===== src/mario_pkg.sv =====
package mario_pkg;

    // movement states, codes 1 and 2 (jump, fly) left free
    typedef enum logic [2:0] {
        ST_INITIAL  = 3'd0,
        ST_WALKING  = 3'd3,
        ST_STANDING = 3'd4,
        ST_DYING    = 3'd5,
        ST_CLIMBING = 3'd6
    } mario_state_e;

    // sprite frame codes as the renderer expects them
    typedef enum logic [3:0] {
        FR_STAND       = 4'd0,
        FR_WALK_LEFT1  = 4'd1,
        FR_WALK_LEFT2  = 4'd2,
        FR_WALK_LEFT3  = 4'd3,
        FR_WALK_RIGHT1 = 4'd4,
        FR_WALK_RIGHT2 = 4'd5,
        FR_WALK_RIGHT3 = 4'd14,
        FR_CLIMB1      = 4'd8,
        FR_CLIMB2      = 4'd9,
        FR_DIE1        = 4'd10,
        FR_DIE2        = 4'd11,
        FR_DIE3        = 4'd12,
        FR_DIE4        = 4'd13
    } anim_frame_e;

    localparam int X_W     = 10;
    localparam int Y_W     = 9;
    localparam int COUNT_W = 5;

    // screen borders in pixels
    localparam logic [Y_W-1:0] TOP_BORDER    = 9'd5;
    localparam logic [Y_W-1:0] BOTTOM_BORDER = 9'd461;
    localparam logic [X_W-1:0] LEFT_BORDER   = 10'd5;
    localparam logic [X_W-1:0] RIGHT_BORDER  = 10'd640;

    localparam logic [X_W-1:0] SPRITE_W = 10'd34;
    localparam logic [Y_W-1:0] SPRITE_H = 9'd36;

    // furthest top-left corner that keeps the sprite on screen
    localparam logic [X_W-1:0] X_MAX = RIGHT_BORDER - SPRITE_W;   // 606
    localparam logic [Y_W-1:0] Y_MAX = BOTTOM_BORDER - SPRITE_H;  // 425

    localparam logic [X_W-1:0] START_X = 10'd450;
    localparam logic [Y_W-1:0] START_Y = 9'd425;

    localparam logic [X_W-1:0] WALK_STEP  = 10'd4;  // pixels per clock
    localparam logic [Y_W-1:0] CLIMB_STEP = 9'd3;

    // ladder boxes, entry i across the four tables
    localparam int NUM_LADDERS = 5;
    localparam logic [X_W-1:0] LADDER_LX [NUM_LADDERS] =
        '{10'd339, 10'd541, 10'd48, 10'd546, 10'd53};
    localparam logic [X_W-1:0] LADDER_RX [NUM_LADDERS] =
        '{10'd353, 10'd555, 10'd62, 10'd560, 10'd67};
    localparam logic [Y_W-1:0] LADDER_TY [NUM_LADDERS] =
        '{9'd15, 9'd77, 9'd159, 9'd248, 9'd338};
    localparam logic [Y_W-1:0] LADDER_BY [NUM_LADDERS] =
        '{9'd81, 9'd163, 9'd252, 9'd342, 9'd427};

endpackage

===== src/mario_top.sv =====
`timescale 1ns/1ps

module mario_top (
    input  logic                      clk,
    input  logic                      rst,
    input  logic                      start,
    input  logic                      over,
    input  logic                      key_up,
    input  logic                      key_down,
    input  logic                      key_left,
    input  logic                      key_right,
    output logic [mario_pkg::X_W-1:0] x,
    output logic [mario_pkg::Y_W-1:0] y,
    output mario_pkg::mario_state_e   state,
    output mario_pkg::anim_frame_e    frame
);
    import mario_pkg::*;

    logic               in_ladder;
    logic               at_left;
    logic               at_right;
    logic               facing_left;
    logic [COUNT_W-1:0] count;  // animation step

    mario_fsm u_fsm (
        .clk(clk), .rst(rst), .start(start), .over(over),
        .key_up(key_up), .key_down(key_down), .key_left(key_left), .key_right(key_right),
        .in_ladder(in_ladder), .at_left(at_left), .at_right(at_right),
        .state(state)
    );

    step_counter u_counter (
        .clk(clk), .rst(rst), .state(state),
        .key_up(key_up), .key_down(key_down), .count(count)
    );

    position_unit u_position (
        .clk(clk), .rst(rst), .state(state),
        .key_up(key_up), .key_down(key_down), .key_left(key_left), .key_right(key_right),
        .x(x), .y(y), .facing_left(facing_left), .at_left(at_left), .at_right(at_right)
    );

    ladder_zone u_ladder (.x(x), .y(y), .in_ladder(in_ladder));

    frame_select u_frame (
        .clk(clk), .rst(rst), .state(state), .facing_left(facing_left), .count(count),
        .key_up(key_up), .key_down(key_down), .frame(frame)
    );

endmodule


===== src/frame_select.sv =====
`timescale 1ns/1ps

module frame_select (
    input  logic                          clk,
    input  logic                          rst,
    input  mario_pkg::mario_state_e       state,
    input  logic                          facing_left,
    input  logic [mario_pkg::COUNT_W-1:0] count,
    input  logic                          key_up,
    input  logic                          key_down,
    output mario_pkg::anim_frame_e        frame
);
    import mario_pkg::*;

    always_ff @(posedge clk) begin
        if (rst) begin
            frame <= FR_WALK_LEFT3;  // standing, facing left
        end else begin
            case (state)
                ST_WALKING: begin
                    // 4-clock phases, frame 3 between the two strides
                    case (count[3:2])
                        2'd0: frame <= facing_left ? FR_WALK_LEFT1 : FR_WALK_RIGHT1;
                        2'd2: frame <= facing_left ? FR_WALK_LEFT2 : FR_WALK_RIGHT2;
                        default: frame <= facing_left ? FR_WALK_LEFT3 : FR_WALK_RIGHT3;
                    endcase
                end
                ST_DYING: begin
                    case (count[4:3])  // 8 clocks per frame
                        2'd0: frame <= FR_DIE1;
                        2'd1: frame <= FR_DIE2;
                        2'd2: frame <= FR_DIE3;
                        default: frame <= FR_DIE4;
                    endcase
                end
                ST_CLIMBING: begin
                    if ((key_up || key_down) && count[2])
                        frame <= FR_CLIMB2;
                    else
                        frame <= FR_CLIMB1;  // idle on the ladder too
                end
                default: frame <= facing_left ? FR_WALK_LEFT3 : FR_WALK_RIGHT3;
            endcase
        end
    end

    a_die_frame: assert property (
        @(posedge clk) disable iff (rst)
        state == ST_DYING |=> frame inside {FR_DIE1, FR_DIE2, FR_DIE3, FR_DIE4}
    ) else $error("dying without a death frame, frame %0d", frame);

endmodule


===== src/ladder_zone.sv =====
`timescale 1ns/1ps

module ladder_zone (
    input  logic [mario_pkg::X_W-1:0] x,
    input  logic [mario_pkg::Y_W-1:0] y,
    output logic                      in_ladder
);
    import mario_pkg::*;

    logic [NUM_LADDERS-1:0] hit;  // one bit per ladder box

    always_comb begin
        for (int i = 0; i < NUM_LADDERS; i++) begin
            // x inclusive, y strictly inside
            hit[i] = (x >= LADDER_LX[i]) && (x <= LADDER_RX[i]) &&
                     (y > LADDER_TY[i]) && (y < LADDER_BY[i]);
        end
    end

    assign in_ladder = |hit;

endmodule


===== src/position_unit.sv =====
`timescale 1ns/1ps

module position_unit (
    input  logic                      clk,
    input  logic                      rst,
    input  mario_pkg::mario_state_e   state,
    input  logic                      key_up,
    input  logic                      key_down,
    input  logic                      key_left,
    input  logic                      key_right,
    output logic [mario_pkg::X_W-1:0] x,
    output logic [mario_pkg::Y_W-1:0] y,
    output logic                      facing_left,
    output logic                      at_left,
    output logic                      at_right
);
    import mario_pkg::*;

    always_ff @(posedge clk) begin
        if (rst) begin
            x           <= START_X;
            y           <= START_Y;
            facing_left <= 1'b1;
        end else begin
            case (state)
                ST_INITIAL: begin
                    x <= START_X;
                    y <= START_Y;
                end
                ST_WALKING: begin
                    if (key_left) begin  // left wins over right
                        facing_left <= 1'b1;
                        if (x < LEFT_BORDER + WALK_STEP)
                            x <= LEFT_BORDER;
                        else
                            x <= x - WALK_STEP;
                    end else if (key_right) begin
                        facing_left <= 1'b0;
                        if (x + WALK_STEP > X_MAX)
                            x <= X_MAX;
                        else
                            x <= x + WALK_STEP;
                    end
                end
                ST_CLIMBING: begin
                    if (key_up) begin
                        if (y < TOP_BORDER + CLIMB_STEP)
                            y <= TOP_BORDER;
                        else
                            y <= y - CLIMB_STEP;
                    end else if (key_down) begin
                        if (y + CLIMB_STEP > Y_MAX)
                            y <= Y_MAX;
                        else
                            y <= y + CLIMB_STEP;
                    end
                end
                default: ;  // standing and dying hold position
            endcase
        end
    end

    assign at_left  = (x <= LEFT_BORDER);
    assign at_right = (x >= X_MAX);

    a_on_screen: assert property (
        @(posedge clk) disable iff (rst)
        x >= LEFT_BORDER && x <= X_MAX && y >= TOP_BORDER && y <= Y_MAX
    ) else $error("sprite left the screen at (%0d,%0d)", x, y);

endmodule


===== src/step_counter.sv =====
`timescale 1ns/1ps

module step_counter (
    input  logic                          clk,
    input  logic                          rst,
    input  mario_pkg::mario_state_e       state,
    input  logic                          key_up,
    input  logic                          key_down,
    output logic [mario_pkg::COUNT_W-1:0] count
);
    import mario_pkg::*;

    mario_state_e prev_state;  // for spotting a state change

    always_ff @(posedge clk) begin
        if (rst) begin
            prev_state <= ST_INITIAL;
            count      <= '0;
        end else begin
            prev_state <= state;
            if (state != prev_state)
                count <= '0;  // first clock of a new state
            else if (state == ST_WALKING || state == ST_DYING ||
                     (state == ST_CLIMBING && (key_up || key_down)))
                count <= count + 1'b1;  // wraps at 32
        end
    end

endmodule


===== src/mario_fsm.sv =====
`timescale 1ns/1ps

module mario_fsm (
    input  logic                   clk,
    input  logic                   rst,
    input  logic                   start,
    input  logic                   over,
    input  logic                   key_up,
    input  logic                   key_down,
    input  logic                   key_left,
    input  logic                   key_right,
    input  logic                   in_ladder,
    input  logic                   at_left,
    input  logic                   at_right,
    output mario_pkg::mario_state_e state
);
    import mario_pkg::*;

    mario_state_e next_state;
    logic         climb_req;
    logic         side_exit;

    assign climb_req = (key_up || key_down) && in_ladder;
    // stepping off the ladder sideways, only if not against that border
    assign side_exit = (key_left && !at_left) || (key_right && !at_right);

    always_ff @(posedge clk) begin
        if (rst)
            state <= ST_INITIAL;
        else
            state <= next_state;
    end

    always_comb begin
        next_state = state;
        case (state)
            ST_INITIAL: begin
                if (start) next_state = ST_STANDING;
            end
            ST_STANDING: begin
                if (over)                       next_state = ST_DYING;
                else if (climb_req)             next_state = ST_CLIMBING;
                else if (key_left || key_right) next_state = ST_WALKING;
            end
            ST_WALKING: begin
                if (over)                          next_state = ST_DYING;
                else if (climb_req)                next_state = ST_CLIMBING;
                else if (!key_left && !key_right)  next_state = ST_STANDING;
            end
            ST_CLIMBING: begin
                if (over)            next_state = ST_DYING;
                else if (side_exit)  next_state = ST_WALKING;
                else if (!in_ladder) next_state = ST_STANDING;  // ran off the box
            end
            ST_DYING: next_state = ST_DYING;  // only rst gets out
            default:  next_state = ST_INITIAL;
        endcase
    end

    a_state_legal: assert property (
        @(posedge clk) disable iff (rst)
        state inside {ST_INITIAL, ST_WALKING, ST_STANDING, ST_DYING, ST_CLIMBING}
    ) else $error("state register holds an unnamed code %0d", state);

endmodule


===== config.mk =====
export PLATFORM = sky130hd
export DESIGN_NAME = mario_top
export DESIGN_NICKNAME = d
export VERILOG_FILES = /design/src/mario_pkg.sv /design/src/mario_top.sv /design/src/frame_select.sv /design/src/ladder_zone.sv /design/src/position_unit.sv /design/src/step_counter.sv /design/src/mario_fsm.sv
export SDC_FILE = /design/constraint.sdc
export NUM_CORES = 1
export LEC_CHECK = 0
export BUFFER_PORTS_ARGS = -buffer_cell sky130_fd_sc_hd__buf_2
export CORE_MARGIN = 8
export CORE_UTILIZATION = 55
export CTS_CLUSTER_SIZE = 40
export DETAILED_ROUTE_END_ITERATION = 12
export PLACE_DENSITY = 0.83
export SETUP_SLACK_MARGIN = 0.15
export SYNTH_ARGS = -nofsm -noshare
export SYNTH_HDL_FRONTEND = slang
export SYNTH_SLANG_ARGS = --single-unit

===== constraint.sdc =====
create_clock -name clk -period 3.4 [get_ports clk]
set_clock_uncertainty 0.15 [all_clocks]
set_input_delay 0.68 -clock clk [delete_from_list [all_inputs] [get_ports clk]]
set_output_delay 0.68 -clock clk [all_outputs]
set_load 0.005 [all_outputs]

Word-level counts from Yosys, hierarchy flattened:

Index checks and enable logic that the tools add are counted.

* input bits: 8
* flip-flop bits (word level): 35

* add/subtract/negate cells: 5
* order comparisons: 26
* eq/ne operators: 14
* mux-type cells: 30
* reductions and logical operators: 42

Operator list (number)
* 10-bit 2-to-1 mux: 4
* 3-bit 2-to-1 mux: 12
* 9-bit 2-to-1 mux: 4
* 10-bit greater-or-equal comparator, second input constant: 3
* 1-bit logical AND: 21
* 10-bit by 6-bit greater-or-equal comparator with 1-bit output, second input constant: 2
* 10-bit less-or-equal comparator, second input constant: 2
* 10-bit one-hot mux with 2 select lines: 1
* 9-bit by 8-bit greater-than comparator with 1-bit output, second input constant: 2
* 9-bit greater-than comparator, second input constant: 2
* 9-bit by 8-bit < comparator with 1-bit output, second input constant: 2
* 9-bit < comparator, second input constant: 2
* 9-bit one-hot mux with 2 select lines: 1
* 3-bit one-hot mux with 5 select lines: 1
* 4-bit one-hot mux with 3 select lines: 1
* 10-bit by 3-bit adder with 10-bit output, second input constant: 1
* 10-bit by 9-bit greater-or-equal comparator with 1-bit output, second input constant: 1
* 10-bit greater-than comparator, second input constant: 1
* 10-bit by 3-bit less-or-equal comparator with 1-bit output, second input constant: 1
* 10-bit by 6-bit less-or-equal comparator with 1-bit output, second input constant: 1
* 10-bit by 7-bit less-or-equal comparator with 1-bit output, second input constant: 1
* 10-bit by 9-bit less-or-equal comparator with 1-bit output, second input constant: 1
* 10-bit by 4-bit < comparator with 1-bit output, second input constant: 1
* 10-bit by 3-bit subtractor with 10-bit output, second input constant: 1
* other kinds (29): 48

Logic depth before layout (Yosys ltp):

* depth after elaboration: 9
* mapped depth: 12
* gate-level depth less buffers: 9

Cells and area by module:

Synthesis repeated with hierarchy kept, for this count alone.

* cell total of the unflattened synthesis: 444
* area total of the unflattened synthesis: 3315.7 µm²

By module, submodules not included
* position_unit: instances 1, cells an instance 264, area each 1905.6 µm²
* ladder_zone: instances 1, cells an instance 71, area each 444.2 µm²
* step_counter: instances 1, cells an instance 35, area each 376.6 µm²
* mario_fsm: instances 1, cells an instance 44, area each 340.3 µm²
* frame_select: instances 1, cells an instance 30, area each 249.0 µm²

Worst setup path before layout:

Ideal clock, no wire load.

* path kind: reg-to-reg
* start point: register u_position.y[1] in the netlist's numbering
* end point: register u_position.y[0] in the netlist's numbering
* data required time: 3127 ps
* arrival: 2639 ps
* setup slack: 488 ps
* period minus slack after synthesis: 2912 ps
* cell stages (with the launch flop): 13
* path buffers: 3
* path through: dfxtp_1 clkbuf_1 inv_1 ha_1 clkbuf_1 and4b_1 clkbuf_1 o21ai_1 a22oi_1 nor2b_1 o211ai_1 a41oi_1 or2_2

* cells in the longest elaborated chain, start to end: 6

Ends and longest elaborated chain
* start: declaration: RTL line position_unit.sv:12 `output logic [mario_pkg::Y_W-1:0] y,`
* start signal: assignment: RTL line position_unit.sv:50 `y <= y - CLIMB_STEP;`
* start signal: assignment: RTL line position_unit.sv:55 `y <= y + CLIMB_STEP;`
* 9-bit by 2-bit adder with 9-bit output: RTL line position_unit.sv:52 `if (y + CLIMB_STEP > Y_MAX)`
* 9-bit greater-than comparator: RTL line position_unit.sv:52
* 9-bit 2-to-1 mux: RTL line position_unit.sv:52
* 9-bit 2-to-1 mux: RTL line position_unit.sv:51 `end else if (key_down) begin`
* 9-bit 2-to-1 mux *: RTL line position_unit.sv:46 `if (key_up) begin`
* 9-bit one-hot mux with 2 select lines *: RTL line position_unit.sv:25 `case (state)`

Every way passes the cells marked *; elsewhere a longest branch is shown, timed or not. The select of a mux whose other input is x is not followed.
A chain may end at the register's enable or synchronous reset.

Worst setup path in the final report:

* start point: register u_position.x[3] in the netlist's numbering
* end point: register u_position.x[0] in the netlist's numbering

* cells in the longest elaborated chain, start to end: 6

Ends and longest elaborated chain
* start: declaration: RTL line position_unit.sv:11 `output logic [mario_pkg::X_W-1:0] x,`
* start signal: assignment: RTL line position_unit.sv:36 `x <= x - WALK_STEP;`
* start signal: assignment: RTL line position_unit.sv:42 `x <= x + WALK_STEP;`
* 10-bit by 3-bit adder with 10-bit output: RTL line position_unit.sv:39 `if (x + WALK_STEP > X_MAX)`
* 10-bit greater-than comparator: RTL line position_unit.sv:39
* 10-bit 2-to-1 mux: RTL line position_unit.sv:39
* 10-bit 2-to-1 mux: RTL line position_unit.sv:37 `end else if (key_right) begin`
* 10-bit 2-to-1 mux *: RTL line position_unit.sv:31 `if (key_left) begin`
* 10-bit one-hot mux with 2 select lines *: RTL line position_unit.sv:25

Marked as above.

==> flow_metrics.py <==
metrics = {
    "clocking": {
        "htreeDepth": 2,
        "clockBufferDepth": 2,
        "cts_tree": "built",
        "root_buffer": "clkbuf_8",
        "clock_sinks": 35,
        "clock_latency_ns": 0.29,
        "postCtsHoldBufs": 0,
        "cts_inserted_buffers": 5,
        "cts.reportedPaths.clkPinSlew_ns": 0.08,
    },
    "synthesis": {
        "ys_types": 75,
        "yosys.area_share.simple": 0.269,
        "synth_area_leader_cell": "dfxtp_1",
        "synth_async_sr_flop_share": 0,
        "synth_top_family_by_area": "compound AO/OA/AOI/OAI gates",
        "synth_top_area_share": 0.213,
        "synthXorXnorAreaFrac": 0.0399,
        "syn-cell-area_um2": 3290,
        "synth-seq-area-share": 0.213,
        "syn_avg_cell_area_um2": 7.29,
        "syn_nets": 470,
        "synth_edf_count": 0,
        "ys.flop_type": "dfxtp_1",
        "syn_inst": 451,
        "synth_common_cells": "nor2_1 (44), dfxtp_1 (35), nand2_1 (31), a21oi_1 (29), o21ai_0 (27)",
        "ys_warn_count": 0,
        "synth_fa_ha_area_frac": 0.0418,
        "synth_compound_area_frac": 0.358,
        "yosys_register_bits": 35,
        "yosysMostFrequentCell": "nor2_1",
        "synthMuxAreaShare": 0.00609,
        "ys_top_cells_by_area": "dfxtp_1 (21%), nor2_1 (5.0%), a21oi_1 (4.4%), ha_1 (4.2%), o21ai_0 (4.1%)",
    },
    "pwr": {
        "peakVddDrop_mv": 0.358,
        "p_leak_nw": 1.25,
        "powerDensity_nw_per_um2": 437,
    },
    "finish": {
        "syn2layout_area_growth_pct": 6.77,
        "diodes": 0,
        "final_util": 0.600,
        "drive_gt1_frac": 0.146,
        "fin_nets": 478,
    },
    "sta": {
        "finalMaxSlewViolations": 0,
        "hold_viol": 0,
        "whs_ns": 0.393,
        "period_needed_ns": 2.87,
        "max_slew_margin": 0.492,
        "setup_viol": 0,
        "fin_tns_setup_ns": 0,
        "max_freq_mhz": 348,
        "rsz0062_at_grt": "no",
        "setup_ws_ns": 0.526,
        "worstMarginPinSlew_ns": 0.761,
        "post-route-period-util": 0.845,
    },
    "global_routing": {
        "grt_util_all_layers": 0.219,
        "antenna_found_initial": 0,
        "grt_pass1_vias": 3240,
        "grt_max_degree": 32,
        "grt_pass1_wl_um": 16100,
        "grt.overflow.total": 0,
    },
    "route": {
        "drt-initial-drc-count": 388,
        "drc": 0,
        "detail_route.vias_per_cell": 6.93,
        "vias": 3705,
        "wire_per_inst_um": 17.7,
        "routed_wl_um": 9490,
        "antenna_left": 0,
        "dr.pass1.iters": 5,
    },
    "setup_path": {
        "path_class": "register to register",
        "required_ns": 3.43,
        "cp_slowest_cell": "dfxtp_2",
        "r2r_start": "u_position.x[3]",
        "cp.arrival_ns": 2.90,
        "startpoint": "u_position.x[3]",
        "startpoint_type": "register",
        "end_kind": "register",
        "timing.critical_path.mode_cell": "a2111oi_0",
        "slowest_delay_ns": 0.44,
        "critical_path.max_fanout": 11,
        "path_cells": "inv_1, ha_1, nor3b_1, o31ai_1, a2111oi_0, nor3_1, o21bai_2, nor2_1, a2111oi_0",
    },
    "place": {
        "dpl.hpwl_um": 6580,
        "globalplace.congestion": 0.999,
        "pre_cts_slack_ns": 0.426,
        "portBuffers": 33,
    },
    "die": {
        "core_um2": 5850,
        "num_rows": 28,
        "die_w_um": 93.3,
        "io_pins": 34,
        "die_area_um2": 8710,
        "start_util": 0.562,
        "fp.dieH_um": 93.3,
    },
    "outcome": {
        "outcome": "finished clean",
    },
    "hold_path": {
        "min_from": "u_counter.count[1]",
        "hp-class": "register to register",
    },
    "flow_run": {
        "drv_cap": 0,
    },
}
==> sequential cells by signal, summed over array words and instances, names as in the netlist <==
signal                  count
u_counter.count             5
u_counter.prev_state        3
u_frame.frame               4
u_fsm.state                 3
u_position.facing_left      1
u_position.x               10
u_position.y                9
==> critical path: cells and delay by family (launching register included) <==
kind                       cells  cell delay [ns]
AOI/OAI and AO/OA              4             1.19
DFF                            1             0.44
and+or+nand+nor                3             0.46
adders and majority gates      1             0.35
buffers and inverters          1             0.16
==> metrics by stage <==
| step | area [um^2] | cells | power, mW |
|---|---|---|---|
| 6_report | 3510 | 535 | 1.53 |
| 4_1_cts | 3510 | 535 | 1.51 |
| 3_5_place_dp | 3420 | 527 | 1.21 |
| 2_1_floorplan | 3290 | 451 | 1.06 |
| 5_1_grt | 3510 | 535 | 1.62 |
| 3_3_place_gp | 3420 | 527 | 1.20 |
==> layer usage <==
| layer | wire length (um) | track usage |
|---|---|---|
| met5 | 0 | 0 |
| met4 | 230 | 0.0698 |
| met3 | 776 | 0.0417 |
| met2 | 4220 | 0.330 |
| met1 | 4260 | 0.304 |
==> final timing paths <==
kind / to / slack, ns / cells past startpoint
max reg2reg: u_position.x[0] / 0.53 / 9
max: u_position.x[0] / 0.53 / 9
min: u_counter.count[1] / 0.39 / 2
min reg2reg: u_counter.count[1] / 0.39 / 2
==> cells by family after synthesis <==
logic type	count (synthesis)
flops	35
xor+xnor	15
simple gates	168
mux	2
buf+inv	58
fa+ha+maj	11
compound gates	162
==> repair_timing <==
item	CTS	global route
gates resized for setup	0	2
buffers inserted	0	0
endpoints found under the setup margin	0	1
==> final cells by class <==
| cell class | instances | area, um^2 |
|---|---|---|
| Multi-Input combinational cell | 358 | 2350 |
| Fill cell | 529 | 2340 |
| Sequential cell | 35 | 703 |
| Timing Repair Buffer | 38 | 203 |
| Tap cell | 75 | 93.8 |
| Inverter | 21 | 78.8 |
| Clock buffer | 6 | 72.6 |
| Clock inverter | 2 | 12.5 |
==> cells in the final DEF (no fill, tap or decap), drive strengths merged, types with 9 or more instances in the layout <==
cell,netlist,final
o21ai,29,29
a31oi,15,15
nor3,22,22
nor2,44,44
nand3,14,14
a21oi,29,29
nand2,31,31
xnor2,9,9
dfxtp,35,35
ha,11,11
inv,20,20
buf,15,38
==> power breakdown <==
group / internal [mW] / switching [mW] / total [mW]
clock: 0.143 / 0.164 / 0.307
combinational: 0.243 / 0.378 / 0.622
sequential: 0.454 / 0.150 / 0.605
Power figures use the tool's default switching activity.
